--- config.mk ---
export PLATFORM = sky130hd
export DESIGN_NAME = ninjin_axi_arbiter
export DESIGN_NICKNAME = d
export VERILOG_FILES = /design/src/logic/ninjin_axi_pkg.sv /design/src/logic/ninjin_image_pkg.sv /design/src/logic/ninjin_axi_arbiter.sv
export SDC_FILE = /design/constraint.sdc
export NUM_CORES = 1
export LEC_CHECK = 0
export BUFFER_PORTS_ARGS = -buffer_cell sky130_fd_sc_hd__buf_4
export CORE_AREA = 2 2 150 152
export CTS_BUF_LIST = sky130_fd_sc_hd__clkbuf_4 sky130_fd_sc_hd__clkbuf_8
export DETAILED_ROUTE_END_ITERATION = 10
export DIE_AREA = 0 0 152 154
export GPL_ROUTABILITY_DRIVEN = 0
export SYNTH_ARGS = -nofsm -noshare
export SYNTH_HDL_FRONTEND = slang
export SYNTH_SLANG_ARGS = --single-unit
--- constraint.sdc ---
create_clock -name clk -period 1.86 [get_ports clk]
set_input_delay 0.093 -clock clk [delete_from_list [all_inputs] [get_ports clk]]
set_output_delay 0.093 -clock clk [all_outputs]
set_load 0.05 [all_outputs]
--- src/logic/ninjin_axi_pkg.sv ---
package ninjin_axi_pkg;

  // ==============================
  // response channel
  // ==============================

  typedef logic [1:0] axi_resp_t;

  // bit 1 of a response marks an error
  localparam axi_resp_t resp_okay   = 2'b00;
  localparam axi_resp_t resp_slverr = 2'b10;

  // ==============================
  // address channel codes
  // ==============================

  // incrementing burst
  localparam logic [1:0] burst_incr = 2'b01;

  // one 32-bit word per beat, log2 of the byte count
  localparam logic [2:0] size_word = 3'd2;

endpackage

--- src/logic/ninjin_image_pkg.sv ---
package ninjin_image_pkg;

  // ==============================
  // word and address geometry
  // ==============================

  localparam int dwidth     = 32;
  localparam int addr_width = 16;

  typedef logic [dwidth-1:0]     image_word_t;
  typedef logic [addr_width-1:0] image_addr_t;

  // engine error code
  // bit 0 set on any response error
  // bit 1 read response error
  // bit 2 write response error
  // bit 3 stays zero
  typedef logic [3:0] err_code_t;

endpackage

--- src/logic/ninjin_axi_arbiter.sv ---
`timescale 1ns/1ps

module ninjin_axi_arbiter
  import ninjin_axi_pkg::*;
  import ninjin_image_pkg::*;
(
  input  logic        clk,
  input  logic        xrst,
  // engine 0
  input  logic        awvalid_0, wvalid_0, wlast_0, bready_0, arvalid_0, rready_0,
  input  image_addr_t awaddr_0, araddr_0,
  input  logic [7:0]  awlen_0, arlen_0,
  input  image_word_t wdata_0,
  output logic        awready_0, wready_0, bvalid_0, arready_0, rvalid_0, rlast_0,
  output axi_resp_t   bresp_0, rresp_0,
  output image_word_t rdata_0,
  // engine 1
  input  logic        awvalid_1, wvalid_1, wlast_1, bready_1, arvalid_1, rready_1,
  input  image_addr_t awaddr_1, araddr_1,
  input  logic [7:0]  awlen_1, arlen_1,
  input  image_word_t wdata_1,
  output logic        awready_1, wready_1, bvalid_1, arready_1, rvalid_1, rlast_1,
  output axi_resp_t   bresp_1, rresp_1,
  output image_word_t rdata_1,
  // memory side
  output logic        s_awvalid, s_wvalid, s_wlast, s_bready, s_arvalid, s_rready,
  output image_addr_t s_awaddr, s_araddr,
  output logic [7:0]  s_awlen, s_arlen,
  output image_word_t s_wdata,
  input  logic        s_awready, s_wready, s_bvalid, s_arready, s_rvalid, s_rlast,
  input  axi_resp_t   s_bresp, s_rresp,
  input  image_word_t s_rdata
);

  // one-hot grant, zero while the bus is free
  logic [1:0] gnt;
  logic       kind;
  logic       last_gnt;
  logic       act;
  logic       req_0;
  logic       req_1;
  logic       pick;
  logic       txn_end;
  logic       wr_0, wr_1, rd_0, rd_1;

  assign act   = |gnt;
  assign req_0 = awvalid_0 || arvalid_0;
  assign req_1 = awvalid_1 || arvalid_1;

  // the engine not granted last wins a tie
  assign pick = (req_0 && req_1) ? !last_gnt : req_1;

  // kind high means read
  assign txn_end = kind ? (s_rvalid && s_rready && s_rlast) : (s_bvalid && s_bready);

  always_ff @(posedge clk) begin
    if (!xrst) begin
      gnt      <= 2'b00;
      kind     <= 1'b0;
      last_gnt <= 1'b1;
    end else if (!act || txn_end) begin
      if (req_0 || req_1) begin
        gnt      <= pick ? 2'b10 : 2'b01;
        kind     <= pick ? !awvalid_1 : !awvalid_0;
        last_gnt <= pick;
      end else begin
        gnt <= 2'b00;
      end
    end
  end

  assign wr_0 = gnt[0] && !kind;
  assign wr_1 = gnt[1] && !kind;
  assign rd_0 = gnt[0] && kind;
  assign rd_1 = gnt[1] && kind;

  // ==============================
  // toward the memory
  // ==============================

  assign s_awvalid = (wr_0 && awvalid_0) || (wr_1 && awvalid_1);
  assign s_wvalid  = (wr_0 && wvalid_0) || (wr_1 && wvalid_1);
  assign s_bready  = (wr_0 && bready_0) || (wr_1 && bready_1);
  assign s_arvalid = (rd_0 && arvalid_0) || (rd_1 && arvalid_1);
  assign s_rready  = (rd_0 && rready_0) || (rd_1 && rready_1);

  assign s_awaddr = gnt[1] ? awaddr_1 : awaddr_0;
  assign s_awlen  = gnt[1] ? awlen_1 : awlen_0;
  assign s_wdata  = gnt[1] ? wdata_1 : wdata_0;
  assign s_wlast  = gnt[1] ? wlast_1 : wlast_0;
  assign s_araddr = gnt[1] ? araddr_1 : araddr_0;
  assign s_arlen  = gnt[1] ? arlen_1 : arlen_0;

  // ==============================
  // back to the engines
  // ==============================

  // readies and valids only reach the granted engine
  assign awready_0 = wr_0 && s_awready;
  assign wready_0  = wr_0 && s_wready;
  assign bvalid_0  = wr_0 && s_bvalid;
  assign arready_0 = rd_0 && s_arready;
  assign rvalid_0  = rd_0 && s_rvalid;

  assign awready_1 = wr_1 && s_awready;
  assign wready_1  = wr_1 && s_wready;
  assign bvalid_1  = wr_1 && s_bvalid;
  assign arready_1 = rd_1 && s_arready;
  assign rvalid_1  = rd_1 && s_rvalid;

  assign bresp_0 = s_bresp;
  assign rresp_0 = s_rresp;
  assign rdata_0 = s_rdata;
  assign rlast_0 = s_rlast;
  assign bresp_1 = s_bresp;
  assign rresp_1 = s_rresp;
  assign rdata_1 = s_rdata;
  assign rlast_1 = s_rlast;

endmodule

# Word-level counts from Yosys, hierarchy flattened
# Cells that the tools add are included.
# W data, S select, Z words.
[totals]
ff_bits = 4
latch_bits = 0
mem_bits_rw = 0
romBits = 0
inputBits = 216
output_inout_bits = 170
elab_cells = 58
n_memories = 0
[classes]
add_sub_neg = 0
mul = 0
div = 0
n_lt_le_gt_ge = 0
n_eq_ne = 0
shift = 0
mux = 11
bitwise = 0
n_reduce_logical = 44
[op_table]
columns = ["cell", "count"]
rows = [
  ["$mux W16", 2],
  ["$mux W32", 1],
  ["$logic_and A1 B1 Y1", 28],
  ["$mux W8", 2],
  ["$logic_or A1 B1 Y1", 9],
  ["$logic_not A1 Y1", 5],
  ["$mux W1", 4],
  ["$mux W2", 2],
  ["$reduce_and A2 Y1", 1],
  ["$reduce_or A2 Y1", 1],
]

# Logic depth before layout (Yosys ltp)
[depth]
depth_word = 8
depth_mapped = 5
depth_no_buf = 4

# Least setup slack after synthesis
# Ideal clock, no wire load.
[synth_path]
kind = "register to output"
start = "register gnt[1]"
end = "output port s_arvalid"
t_arrival_ps = 1562
t_required_ps = 1767
path_slack_ps = 205
stages_incl_launch_ff = 6
n_path_buf = 3
path_cell_list = "dfxtp_1 > buf_6 > buf_2 > buf_2 > a22oi_1 > nor2_1"
[synth_between]
elab_chain_len = 3
[synth_rtl]
columns = ["item", "line", "text"]
rows = [
  ["start: declaration", "ninjin_axi_arbiter.sv:36", "logic [1:0] gnt;"],
  ["start signal: assignment", "ninjin_axi_arbiter.sv:63", "gnt <= pick ? 2'b10 : 2'b01;"],
  ["$logic_and A1 B1 Y1", "ninjin_axi_arbiter.sv:75", "assign rd_1 = gnt[1] && kind;"],
  ["$logic_and A1 B1 Y1", "ninjin_axi_arbiter.sv:84", "assign s_arvalid = (rd_0 && arvalid_0) || (rd_1 && arvalid_1);"],
  ["$logic_or A1 B1 Y1", "ninjin_axi_arbiter.sv:84", ""],
  ["end: declaration", "ninjin_axi_arbiter.sv:26", "output logic s_awvalid, s_wvalid, s_wlast, s_bready, s_arvalid, s_rready,"],
]
# No other way between the ends.

# Worst setup path in the final report
[layout_path]
start = "register gnt[1]"
end = "output port s_wdata[17]"
[layout_between]
elab_chain_len = 1
[layout_rtl]
columns = ["item", "line", "text"]
rows = [
  ["$mux W32", "ninjin_axi_arbiter.sv:89", "assign s_wdata = gnt[1] ? wdata_1 : wdata_0;"],
  ["end: declaration", "ninjin_axi_arbiter.sv:29", "output image_word_t s_wdata,"],
]
# No other way between the ends.

==> impl_metrics.json <==
{
  "clk_pin_slew_ns": 0.03,
  "utilization": 0.177,
  "netlist.area_leader.share": 0.475,
  "synth_compound_area_frac": 0.0618,
  "ys_seq_area_frac": 0.0417,
  "numCtsBuffers": 3,
  "grt_pass1_wl_mm": 13.3,
  "first_global_vias": 2314,
  "coreArea_mm2": 0.0217,
  "syn_nets": 437,
  "placed_cell_area_mm2": 0.00378,
  "cp-start-kind": "register",
  "fin_area_mm2": 0.00383,
  "vias": 2348,
  "setup_viol": 0,
  "critPathLaunch": "gnt[1]",
  "synthXorXnorAreaFrac": 0,
  "via_per_inst": 3.35,
  "num_antenna_cells": 0,
  "numPortBuffers": 277,
  "cpPeakStageDelay_ns": 0.49,
  "cts_setup_buffers": 0,
  "timing_worst_setup_path_type": "register to primary output",
  "min_period_ns": 1.73,
  "cts_root_buffer": "clkbuf_8",
  "cts_hold_buf": 0,
  "die_h_um": 154,
  "dpl.hpwl_mm": 8.63,
  "synth_top_area_cell": "mux2_2",
  "fin_ws_ns": 0.130,
  "syn_inst": 221,
  "place_ws_ns": 0.361,
  "yosys-top-cells-area": "mux2_2 (47%), buf_4 (29%), dfxtp_1 (4.2%), buf_2 (2.6%), and2_1 (2.3%)",
  "async_flop_share": 0,
  "max_slew_margin": 0.722,
  "die_w_um": 152,
  "drtPass1Iterations": 4,
  "powerDensity_mw_per_mm2": 744,
  "cts.path.max_buffers": 2,
  "final_common_cell": "buf_4",
  "hold_start": "xrst",
  "dieArea_mm2": 0.0234,
  "maxCapViolations": 0,
  "overflow": 0,
  "synth_ff_type": "dfxtp_1",
  "grt_usage": 0.0722,
  "synth-simple-area-share": 0.0859,
  "p_leak_nw": 1.85,
  "wirelength_mm": 9.49,
  "rows": 54,
  "cp_top_family": "flip-flops",
  "reg2reg_from": "gnt[1]",
  "fmax_mhz": 578,
  "tns_ns": 0,
  "ys_warn_count": 0,
  "hold_violations": 0,
  "critPathSlowestCell": "dfxtp_4",
  "hp-class": "input pin to register",
  "crit_fanout": 46,
  "clkSinkCount": 4,
  "synthAdderAreaFrac": 0,
  "whs_ns": 0.163,
  "drc": 0,
  "layoutNonFillerInstCount": 700,
  "min_period_over_period": 0.930,
  "post_cts_resized": 0,
  "grt_max_degree": 47,
  "ant_nets": 0,
  "drtIter0Drc": 93,
  "crit_chain": "buf_12 -> mux2_2 -> buf_4",
  "synth_edf_count": 0,
  "rsz0062_at_grt": "false",
  "syn_area_mm2": 0.00192,
  "synth.mux.area_fraction": 0.480,
  "area_delta_synth_final_pct": 99.3,
  "vdd_ir_drop_max_mv": 0.251,
  "critPathBufInv": 2,
  "cp.required_ns": 1.77,
  "synth_cell_type_count": 27,
  "power_mw": 2.85,
  "status": "complete, no violations",
  "synth_top_family_by_area": "multiplexers",
  "cp-end-kind": "primary output",
  "most-common-layout-cells": "buf_4 (279), mux2_2 (81), nor2_1 (7), and2_1 (7)",
  "drive_gt1_frac": 0.883,
  "cts_tree": "built",
  "insertion_delay_ns": 0.22,
  "dpl.cell_count": 696,
  "synth-seq-cells": 4,
  "wl_per_cell_um": 13.6,
  "htree_levels": 1,
  "io_pins": 386,
  "finalClockSkew_ns": 0.00211,
  "cp.arrival_ns": 1.64,
  "avgSynthCellArea_um2": 8.70,
  "grt_antenna_before_repair": 0,
  "layout.nets": 637,
  "tightest_slew_ns": 0.417,
  "finalMaxSlewViolations": 0,
  "start_util": 0.0886
}
worst paths after layout:
path	endpoint	slack, ns	cells after the start
hold / removal	kind	0.16	3
hold reg to reg	last_gnt	0.57	1
setup reg to reg	last_gnt	0.36	4
setup / recovery	s_wdata[17]	0.13	3
synth_stat cells (2+ instances only):
cell type / instances
o21ai_0: 2
and2_1: 7
nand2_1: 2
a22oi_1: 3
dfxtp_1: 4
buf_2: 10
nand3_1: 4
mux2_2: 81
inv_1: 2
or2_2: 2
buf_4: 74
nor2_1: 7
nor2b_1: 2
a21oi_1: 4
and3_1: 4
buf_6: 2
power breakdown:
| group | internal, mW | switching, mW | leakage [nW] | total, mW |
|---|---|---|---|---|
| Combinational | 0.989 | 1.51 | 1.79 | 2.50 |
| Sequential | 0.107 | 0.0422 | 0.0339 | 0.149 |
| Clock | 0.161 | 0.0443 | 0.0262 | 0.205 |
| Total | 1.26 | 1.60 | 1.85 | 2.85 |
layer usage:
metal / share of wire / wire length [um] / up-vias / GRT usage
li1: - / - / 1097 / -
met1: 0.37 / 3490 / 1020 / 0.0824
met2: 0.50 / 4740 / 202 / 0.130
met3: 0.11 / 1060 / 29 / 0.0240
met4: 0.022 / 206 / 0 / 0.0182
met5: 0 / 0 / - / 0
registers in the layout (all words and copies together), names as in the netlist:
signal    flops
kind          1
last_gnt      1
gnt           2
cell families (layout without fill, tap and decap cells):
group | after synthesis | count (layout)
and+or+nand+nor | 30 | 30
buffers and inverters | 88 | 287
DFF | 4 | 4
AOI/OAI and AO/OA | 17 | 17
muxes | 82 | 82
final cells by class:
class	instances	area, um2
Timing Repair Buffer	281	2130
Sequential cell	4	83.8
Fill cell	2467	17900
Multi-Input combinational cell	129	1210
Inverter	2	7.51
Clock buffer	4	48.8
Tap cell	280	350
worst reg2reg max path, stage by stage, from the launching register on:
cell and delay (ns):
dfxtp_4 0.49, a22oi_2 0.12, o22ai_1 0.36, o21ai_1 0.13
a211o_1 0.30
(Power assumes the default switching activity.)
