<file path="src/logic/ninjin_axi_pkg.sv">
package ninjin_axi_pkg;

  // ==============================
  // response channel
  // ==============================

  typedef logic [1:0] axi_resp_t;

  // bit 1 of a response marks an error
  localparam axi_resp_t resp_okay   = 2'b00;
  localparam axi_resp_t resp_slverr = 2'b10;

  // ==============================
  // address channel codes
  // ==============================

  // incrementing burst
  localparam logic [1:0] burst_incr = 2'b01;

  // one 32-bit word per beat, log2 of the byte count
  localparam logic [2:0] size_word = 3'd2;

endpackage

</file>
<file path="src/logic/ninjin_image_pkg.sv">
package ninjin_image_pkg;

  // ==============================
  // word and address geometry
  // ==============================

  localparam int dwidth     = 32;
  localparam int addr_width = 16;

  typedef logic [dwidth-1:0]     image_word_t;
  typedef logic [addr_width-1:0] image_addr_t;

  // engine error code
  // bit 0 set on any response error
  // bit 1 read response error
  // bit 2 write response error
  // bit 3 stays zero
  typedef logic [3:0] err_code_t;

endpackage

</file>
<file path="src/logic/ninjin_m_axi_image.sv">
`timescale 1ns/1ps

module ninjin_m_axi_image
  import ninjin_axi_pkg::*;
  import ninjin_image_pkg::*;
#(
  parameter int burst_len = 16
) (
  input  logic        clk,
  input  logic        xrst,
  // user side
  input  logic        ddr_we,
  input  logic        ddr_re,
  input  image_addr_t ddr_addr,
  input  image_word_t ddr_wdata,
  output logic        busy,
  output err_code_t   err,
  output image_word_t ddr_rdata,
  output logic        ddr_rvalid,
  // bus side
  output logic        awvalid,
  input  logic        awready,
  output image_addr_t awaddr,
  output logic [7:0]  awlen,
  output logic        wvalid,
  input  logic        wready,
  output image_word_t wdata,
  output logic        wlast,
  input  logic        bvalid,
  output logic        bready,
  input  axi_resp_t   bresp,
  output logic        arvalid,
  input  logic        arready,
  output image_addr_t araddr,
  output logic [7:0]  arlen,
  input  logic        rvalid,
  output logic        rready,
  input  image_word_t rdata,
  input  axi_resp_t   rresp,
  input  logic        rlast
);

  localparam int               idx_w    = $clog2(burst_len) + 1;
  localparam logic [idx_w-1:0] last_idx = idx_w'(burst_len - 1);

  enum logic [1:0] {s_idle, s_write, s_read} state;

  logic             r_we;
  logic             r_re;
  logic             we_pulse;
  logic             re_pulse;
  logic             r_start;
  image_addr_t      r_addr;
  image_word_t      r_wbase;
  logic             r_awvalid;
  logic             r_wvalid;
  logic             r_bready;
  logic             r_arvalid;
  logic             r_rready;
  logic [idx_w-1:0] write_idx;
  logic [idx_w-1:0] read_idx;
  err_code_t        r_err;
  logic             wnext;
  logic             rnext;
  logic             write_end;
  logic             read_end;
  logic             err_wresp;
  logic             err_rresp;

  // ==============================
  // core control
  // ==============================

  assign we_pulse = ddr_we && !r_we;
  assign re_pulse = ddr_re && !r_re;

  assign wnext     = r_wvalid && wready;
  assign rnext     = rvalid && r_rready;
  assign write_end = bvalid && r_bready;
  assign read_end  = rnext && (read_idx == last_idx);

  assign busy = (state != s_idle);

  always_ff @(posedge clk) begin
    if (!xrst) begin
      r_we <= 1'b0;
      r_re <= 1'b0;
    end else begin
      r_we <= ddr_we;
      r_re <= ddr_re;
    end
  end

  // a write edge wins over a read edge
  always_ff @(posedge clk) begin
    if (!xrst) begin
      state   <= s_idle;
      r_start <= 1'b0;
    end else begin
      r_start <= 1'b0;
      case (state)
        s_idle: begin
          if (we_pulse) begin
            state   <= s_write;
            r_start <= 1'b1;
          end else if (re_pulse) begin
            state   <= s_read;
            r_start <= 1'b1;
          end
        end
        s_write: begin
          if (write_end) begin
            state <= s_idle;
          end
        end
        s_read: begin
          if (read_end) begin
            state <= s_idle;
          end
        end
        default: state <= s_idle;
      endcase
    end
  end

  always_ff @(posedge clk) begin
    if (state == s_idle && (we_pulse || re_pulse)) begin
      r_addr <= ddr_addr;
    end
    if (state == s_idle && we_pulse) begin
      r_wbase <= ddr_wdata;
    end
  end

  // ==============================
  // write channels
  // ==============================

  assign awvalid = r_awvalid;
  assign awaddr  = r_addr;
  assign awlen   = 8'(burst_len - 1);
  assign wvalid  = r_wvalid;
  assign wlast   = (write_idx == last_idx);
  assign bready  = r_bready;

  // fill pattern, beat k carries base plus k
  assign wdata = r_wbase + image_word_t'(write_idx);

  always_ff @(posedge clk) begin
    if (!xrst) begin
      r_awvalid <= 1'b0;
      r_wvalid  <= 1'b0;
      write_idx <= '0;
    end else if (r_start && state == s_write) begin
      r_awvalid <= 1'b1;
      r_wvalid  <= 1'b1;
      write_idx <= '0;
    end else begin
      if (r_awvalid && awready) begin
        r_awvalid <= 1'b0;
      end
      if (wnext && wlast) begin
        r_wvalid <= 1'b0;
      end else if (wnext) begin
        write_idx <= write_idx + 1'b1;
      end
    end
  end

  // one-cycle ready once the response shows up
  always_ff @(posedge clk) begin
    if (!xrst) begin
      r_bready <= 1'b0;
    end else begin
      r_bready <= bvalid && !r_bready;
    end
  end

  // ==============================
  // read channels
  // ==============================

  assign arvalid = r_arvalid;
  assign araddr  = r_addr;
  assign arlen   = 8'(burst_len - 1);
  assign rready  = r_rready;

  assign ddr_rdata  = rdata;
  assign ddr_rvalid = rnext;

  always_ff @(posedge clk) begin
    if (!xrst) begin
      r_arvalid <= 1'b0;
      read_idx  <= '0;
    end else if (r_start && state == s_read) begin
      r_arvalid <= 1'b1;
      read_idx  <= '0;
    end else begin
      if (r_arvalid && arready) begin
        r_arvalid <= 1'b0;
      end
      if (rnext && read_idx != last_idx) begin
        read_idx <= read_idx + 1'b1;
      end
    end
  end

  // held while beats arrive, dropped after the last one
  always_ff @(posedge clk) begin
    if (!xrst) begin
      r_rready <= 1'b0;
    end else if (state == s_read && rvalid) begin
      r_rready <= !(rlast && r_rready);
    end
  end

  // ==============================
  // error capture
  // ==============================

  assign err_wresp = write_end && bresp[1];
  assign err_rresp = rnext && rresp[1];

  assign err = r_err;

  always_ff @(posedge clk) begin
    if (!xrst) begin
      r_err <= '0;
    end else if (r_start) begin
      r_err <= '0;
    end else if (err_wresp || err_rresp) begin
      r_err <= {1'b0, err_wresp, err_rresp, 1'b1};
    end
  end

endmodule

</file>
<file path="config.mk">
export PLATFORM = sky130hd
export DESIGN_NAME = ninjin_m_axi_image
export DESIGN_NICKNAME = d
export VERILOG_FILES = /design/src/logic/ninjin_axi_pkg.sv /design/src/logic/ninjin_image_pkg.sv /design/src/logic/ninjin_m_axi_image.sv
export SDC_FILE = /design/constraint.sdc
export NUM_CORES = 1
export LEC_CHECK = 0
export BUFFER_PORTS_ARGS = -buffer_cell sky130_fd_sc_hd__buf_2
export CAP_MARGIN = 20
export CORE_MARGIN = 1
export CORE_UTILIZATION = 44
export CTS_CLUSTER_DIAMETER = 50
export CTS_CLUSTER_SIZE = 10
export DETAILED_ROUTE_END_ITERATION = 10
export PLACE_DENSITY = 0.85
export SLEW_MARGIN = 10
export SYNTH_ARGS = -nofsm -noshare
export SYNTH_HDL_FRONTEND = slang
export SYNTH_SLANG_ARGS = --single-unit
export TNS_END_PERCENT = 1
</file>
<file path="constraint.sdc">
create_clock -name clk -period 3.7 [get_ports clk]
set_clock_uncertainty 0.15 [all_clocks]
set_input_delay 0.74 -clock clk [delete_from_list [all_inputs] [get_ports clk]]
set_output_delay 0.74 -clock clk [all_outputs]
set_load 0.02 [all_outputs]
</file>
---- After elaboration in Yosys (flattened, before gate mapping) ----
Index checks and enable logic that the tools add are counted.
word-level totals
  latch bits .............................. 0
  output and inout port bits .............. 124
  RAM bits ................................ 0
  bits in read-only memories .............. 0
  input bits .............................. 94
  memories kept ........................... 0
  register bits after elaboration ......... 71
cells by class
  shift operators ......................... 0
  multipliers ............................. 0
  $add $sub $neg .......................... 3
  bitwise operators ....................... 2
  reductions and logical operators ........ 36
  divide/modulo/power cells ............... 0
  magnitude comparators ................... 0
  multiplexer cells ....................... 13
  equality and inequality tests ........... 8
operators with widths
  operator               count
  $add A32 B5 Y32        1
  $logic_and A1 B1 Y1    19
  $add A5 B1 Y5 const B  2
  $eq A5 B4 Y1 const B   2
  $mux W1                8
  $mux W2                4
  $reduce_bool A2 Y1     4
  $pmux W2 S3            1
  $reduce_or A2 Y1       3
  $ne A5 B4 Y1 const B   1
  $logic_not A1 Y1       4
  $ne A2 B2 Y1 const B   2
  $reduce_and A2 Y1      2
  $ne A3 B3 Y1 const B   1
  $reduce_and A3 Y1      1
  $eq A2 B1 Y1 const B   1
  $eq A2 B2 Y1 const B   1
  $logic_not A2 Y1       1
  $logic_or A1 B1 Y1     2
  $not A1 Y1             2

---- Logic depth before layout (Yosys ltp) ----
Gate-level depths: netlist of the first run.
  depth after elaboration ................. 5
  gate-level depth with buffers ........... 8

---- Least setup slack after synthesis of the first run ----
No wires, ideal clock.
  path kind ............................... reg2out
  from .................................... register r_wbase[0]
  to ...................................... output port wdata[8]
  data required time ...................... 2.810 ns
  setup slack ............................. 0.653 ns
  path buffers ............................ 1
  stages on the path, launching flop included .. 8
  arrival ................................. 2.157 ns
  path through ............................ edfxtp_1 > ha_1 > fa_1 > a211o_1 > a21oi_1 > buf_2 > nor2_1 > xnor2_1
on the way
  cells in the longest elaborated chain, start to end .. 1
ends and longest elaborated chain
  what                    RTL line                   RTL
  start, declared         ninjin_m_axi_image.sv:54   image_word_t r_wbase;
  start signal, assigned  ninjin_m_axi_image.sv:131  r_wbase <= ddr_wdata;
  $add A32 B5 Y32         ninjin_m_axi_image.sv:147  assign wdata = r_wbase + image_word_t'(write_idx);
  end, declared           ninjin_m_axi_image.sv:27   output image_word_t wdata,
No other way between the ends.

---- Worst setup path in the final report of the first run ----
  from .................................... register r_wbase[0]
  to ...................................... output port wdata[20]
Same word-level chain as after synthesis.

==> run metrics, run 1 <==
total track usage=17.66%; Root Buffer Master=clkbuf_8; Power Density=413.8 nW/um^2; remaining antenna violation count=0; Main synth FF type=edfxtp_1; Placer Congestion=0.8119; Yosys top cell area share=38.98%; endpoint type of the worst setup path=output pin; Yosys reg bits=71; adder-cell share of the synthesized area=3.587%; ANT cells=0; WL/cell=14.88 microns; unrepaired setup endpoints after global routing=no; Mapped Cells=328; Placed Instances=514; sum of negative setup slack=0 ns; num rows=33; Mean Syn Cell Area=11.27 sq um; synth top area cells=edfxtp_1 39%, buf_4 13%, dfxtp_1 12%; WS Path Type=register to output pin; Design Power=1750 uW; Async S/R FF share, synth=0%; total clock sinks=71; Area growth syn-to-layout=14.35%; setup violators final=0; Num CTS Buffers=9; first-pass GRT wire length=11670 microns; Port Buf Inserts=134; CP arrival=2.63 ns; Worst-Margin Slew=0.6623 ns; MaxCap Viol Count=0; Synth cell types=46; synthesized area=3697 sq um; nets=524; Clock Tree Buf Depth=2; share of cells above drive strength 1=37.88%; CTS tree=done; critical path required time=2.81 ns; worst vdd ir=0.2776 mV; vias in the first global route=2448; register area share after synthesis=51.44%; Post-CTS Hold Fix Bufs=0; status=finished, final reports clean; main combinational cell family by area after synthesis=simple AND/OR/NAND/NOR gates; most frequent cells in the layout=134 x buf_2, 48 x edfxtp_1, 23 x nand2_1, 23 x dfxtp_1, 18 x xnor2_1; clk_lat worst skew=0.33 ns; Leak=0.001842 uW; xor/xnor share of the synthesized area=8.054%; Min-Delay Path Class=register to register; Starting Density=45.22%; Hold Fails Final Rpt=0; IO Pins=218; Max-Slew Margin vs Limit=55.61%; final wirelength=7886 microns; TritonRoute pass-1 iters=6; Final WS setup=0.1795 ns; initial antenna violation count=0; complex-gate fraction of the synthesized area=5.279%; Post-Synth Simple-Gate Area=15.97%; Yosys warnings=0; CP Max Fanout=13; setup bufs post-CTS=0; mux cell area share after synthesis=0.5415%; die width=93.67 microns; startpoint types=register; Detailed Route Iter0 Violations=108; fin cells=530; Die H=93.67 microns; post-synth top area cell=edfxtp_1; hold slack=0.3206 ns; vias post-DR=2631; min cycle time layout=3.521 ns; commonest non-fill, non-tap cell in the layout=buf_2; CTS clk-pin slew, worst paths=0.07 ns; Max Freq=284.1 MHz; die area=8773 sq um; GRT overflow=0; EDFF count, synth=48; Final Max Slew Viols=0; core footprint=8175 sq um; largest net degree at the start of global routing=33; final period utilization=95.15%; htree depth=3; Resize count post-CTS=0; Post-DP HPWL=6186 microns; Vias/cell=4.964; DRC Markers=0; Place WS=0.5615 ns
[metal layers]
layer  global-route usage, %  wire length (microns)
met5                       0                      0
met4                   11.67                    352
met3                   4.369                    562
met2                   32.17                   4158
met1                   17.77                   2812
[power breakdown]
group / leakage, uW / switching [uW] / internal [uW]
logic: 0.00112 / 184 / 96.7
registers: 0.000643 / 34.3 / 909
clock network: 0.0000797 / 285 / 240
[final cells by class]
type | instances | area [sq um]
fillers | 746 | 3948
clock buffers | 10 | 127.6
well taps | 105 | 131.4
repair buffers | 138 | 700.7
clock inverters | 6 | 37.54
inverters | 7 | 26.28
flip-flops and latches | 71 | 1902
multi-input cells | 193 | 1303
[worst max-delay path: stages (launching register included)]
cell	delay (ns)
edfxtp_1	0.39
ha_1	0.25
fa_1	0.43
a211o_1	0.29
a21oi_1	0.14
buf_4	0.23
and4bb_1	0.22
xor2_1	0.15
buf_2	0.19
[cell usage after synthesis (3+ instances only)]
master and n:
nand4_1 9, ha_1 9, inv_1 7, o21ai_0 3
nor3_1 4, dfxtp_1 23, xnor2_1 18, nand2b_1 6
xor2_1 16, nor4_2 4, nand2_1 23, buf_2 3
and3_1 6, and2_1 4, a211oi_1 4, clkbuf_1 3
nor3b_1 3, a21boi_0 3, a21oi_1 10, buf_4 65
nand3_1 7, nor2_1 15, edfxtp_1 48, and3b_1 4
and4_1 4
[cells by family (layout without fill, tap and decap cells)]
family,count (synthesis),count (layout)
AOI/OAI and AO/OA,30,30
xor gates and xnor gates,34,34
adders and majority gates,10,10
buffers and inverters,79,161
DFF,71,71
muxes,2,2
other,2,17
and+or+nand+nor,100,100
[state kept, by name, summed over array words and instances, names as in the netlist, 2 cells and up]
| name | cells |
|---|---|
| araddr | 16 |
| err | 3 |
| r_wbase | 32 |
| read_idx | 5 |
| state | 2 |
| write_idx | 5 |
[through the flow]
| stage | util (%) | instance area (sq um) |
|---|---|---|
| global route | 51.71 | 4228 |
| global placement | 49.69 | 4063 |
| finish | 51.71 | 4228 |
| floorplan | - | 3754 |
| CTS | 51.71 | 4228 |
| detailed placement | 49.69 | 4063 |
[worst paths after layout]
| path | cells after the start | end | start | slack, ns |
|---|---|---|---|---|
| max reg2reg | 7 | write_idx[3] | write_idx[1] | 1.73 |
| min | 2 | err[1] | err[1] | 0.32 |
| max | 8 | wdata[20] | r_wbase[0] | 0.18 |
| min reg2reg | 2 | err[1] | err[1] | 0.32 |
Note: power is estimated with default switching activity, not from simulation.
==> run 2, diff against run 1 <==
==> constraint.sdc (replaced) <==
create_clock -name clk -period 4 [get_ports clk]
set_clock_uncertainty 0.15 [all_clocks]
set_input_delay 0.8 -clock clk [delete_from_list [all_inputs] [get_ports clk]]
set_output_delay 0.8 -clock clk [all_outputs]
set_load 0.02 [all_outputs]
==> run 2 against run 1 <==
Compared with the run above: core utilization increased by 0.49 points; worst hold slack got worse by 0.0085 ns; power decreased by 2.2%; die area unchanged; register-to-register slack improved by 0.25 ns; critical path type unchanged; non-clock buffer count unchanged; flip-flop and latch count unchanged.
==> run metrics, run 2 (synthesis results as in run 1) <==
status=finished, final reports clean; Final Max Slew Viols=0 (unchanged); Hold Fails Final Rpt=0 (unchanged); sum of negative setup slack=0 ns (unchanged); CTS tree=done; switching pwr=485.2 uW (-3.7%); startpoint types=register; switching share of power=28.35% (-0.45 points); Root Buffer Master=clkbuf_8; GRT overflow=0 (unchanged); min cycle time layout=3.555 ns; MaxCap Viol Count=0 (unchanged); core footprint=8175 sq um (unchanged); register share of total power=51.0% (-2.9 points); remaining antenna violation count=0 (unchanged); endpoint type of the worst setup path=output pin; Worst-Margin Slew=0.6936 ns (+0.03127 ns); Max-Slew Margin vs Limit=53.51% (-2.1 points); CTS clk-pin slew, worst paths=0.08 ns (about the same); first-pass GRT wire length=11500 microns (-1.5%); WS Path Type=register to output pin; hold path cells=2 (unchanged); Area growth syn-to-layout=15.43%; Leak=0.001864 uW (+1.2%); vias in the first global route=2404 (-1.8%); num rows=33 (unchanged); DRC Markers=0 (unchanged); Starting Density=45.22% (unchanged); unrepaired setup endpoints after global routing=no; P_int=1226 uW (-1.6%); die area=8773 sq um (unchanged); ANT cells=0 (unchanged); Max Freq=281.3 MHz; total track usage=17.52% (-0.14 points); total clock sinks=71 (unchanged); critical path required time=3.05 ns (+0.24 ns); htree depth=3 (unchanged); final period utilization=88.88%; worst vdd ir=0.3433 mV (+24%); nets=524 (unchanged); Detailed Route Iter0 Violations=55 (-49%); Port Buf Inserts=134 (unchanged); Placer Congestion=0.8240 (+1.5%); Reg2Reg Depth=7 (unchanged); IO Pins=218 (unchanged); Vias/cell=4.908 (-1.1%); most frequent cells in the layout=134 x buf_2, 48 x edfxtp_1, 23 x nand2_1, 23 x dfxtp_1, 18 x xnor2_1; CP arrival=2.61 ns (-0.02 ns); Logic pwr share=15.1% (-1.0 points); final core occ=52.20% (+0.49 points); die width=93.67 microns (unchanged); Post-CTS Hold Fix Bufs=0 (unchanged); largest register by flop count=r_wbase; setup bufs post-CTS=0 (unchanged); Clk pwr share=33.9% (+3.9 points); vias post-DR=2601 (-1.1%); WL/cell=14.86 microns (-0.11%); CP Max Fanout=13 (unchanged); final wirelength=7877 microns (-0.11%); setup violators final=0 (unchanged); share of cells above drive strength 1=38.35% (+0.47 points); Post-DP HPWL=6182 microns (about the same); Power Density=401.0 nW/um^2 (-3.1%); Clock Tree Buf Depth=2 (unchanged); largest net degree at the start of global routing=33 (unchanged); Resize count post-CTS=0 (unchanged); initial antenna violation count=0 (unchanged); Num CTS Buffers=9 (unchanged); clk_lat worst skew=0.33 ns (about the same); Die H=93.67 microns (unchanged); commonest non-fill, non-tap cell in the layout=buf_2; TritonRoute pass-1 iters=4 (-2); max FFs per register=32 (unchanged); Min-Delay Path Class=register to register
-- run 2: cell count changes in the layout (fill, tap and decap cells not counted) --
cell / before / now
clkinvlp_4: 2 / 0
inv_8: 0 / 1
bufinv_16: 0 / 1
clkinvlp_2: 0 / 1
clkbuf_1: 1 / 0
clkinv_2: 2 / 0
inv_6: 0 / 1
clkinv_1: 1 / 0
clkinv_4: 1 / 3
-- run 2: cell type report --
type	count	area (sq um)
well taps	105	131.4
multi-input cells	193	1303
clock inverters	7	81.33
fillers	723	3908
repair buffers	138	700.7
flip-flops and latches	71	1902
clock buffers	9	123.9
inverters	7	26.28
-- run 2: metal layers --
layer | share of wire [%] | wire length, microns | GRT usage [%] | vias up
li1 | - | - | - | 1258
met2 | 51 | 4026 | 30.64 | 114
met3 | 7.5 | 588 | 5.987 | 32
met4 | 4.3 | 338 | 10.51 | 0
met5 | 0 | 0 | 0 | -
met1 | 37 | 2923 | 18.06 | 1197
-- run 2: final timing paths --
| path | from | endpoint | slack [ns] |
|---|---|---|---|
| max reg2reg | write_idx[1] | write_idx[3] | 1.98 |
| min reg2reg | err[2] | err[2] | 0.31 |
| min | err[2] | err[2] | 0.31 |
| max | r_wbase[0] | wdata[20] | 0.44 |
-- run 2: worst max-delay path: stages, from the launching register on --
cell      delay [ns]
edfxtp_1        0.37
ha_1            0.25
fa_1            0.44
a211o_1         0.30
a21oi_1         0.14
buf_4           0.23
and4bb_1        0.21
xor2_1          0.15
buf_2           0.19
-- run 2: power by group through the flow --
stage | clock network, uW | logic, uW | registers (uW)
final | 580 | 259 | 873
after global routing | 631 | 279 | 879
after CTS | 601 | 260 | 873
after detailed placement | 0 | 260 | 890
after global placement | 0 | 255 | 887
after floorplan | 0 | 214 | 908
-- run 2: metrics by stage --
stage	cells	total power, uW	worst slack (ns)	instance area [sq um]	hold WS [ns]
6_report	530	1711	0.4449	4268	0.3121
5_1_grt	530	1789	0.3290	4268	0.3529
3_3_place_gp	514	1142	0.8166	4063	0.2919
2_1_floorplan	343	1122	0.8935	3754	0.3115
3_5_place_dp	514	1150	0.7854	4063	0.3072
4_1_cts	530	1734	0.4127	4268	0.3185
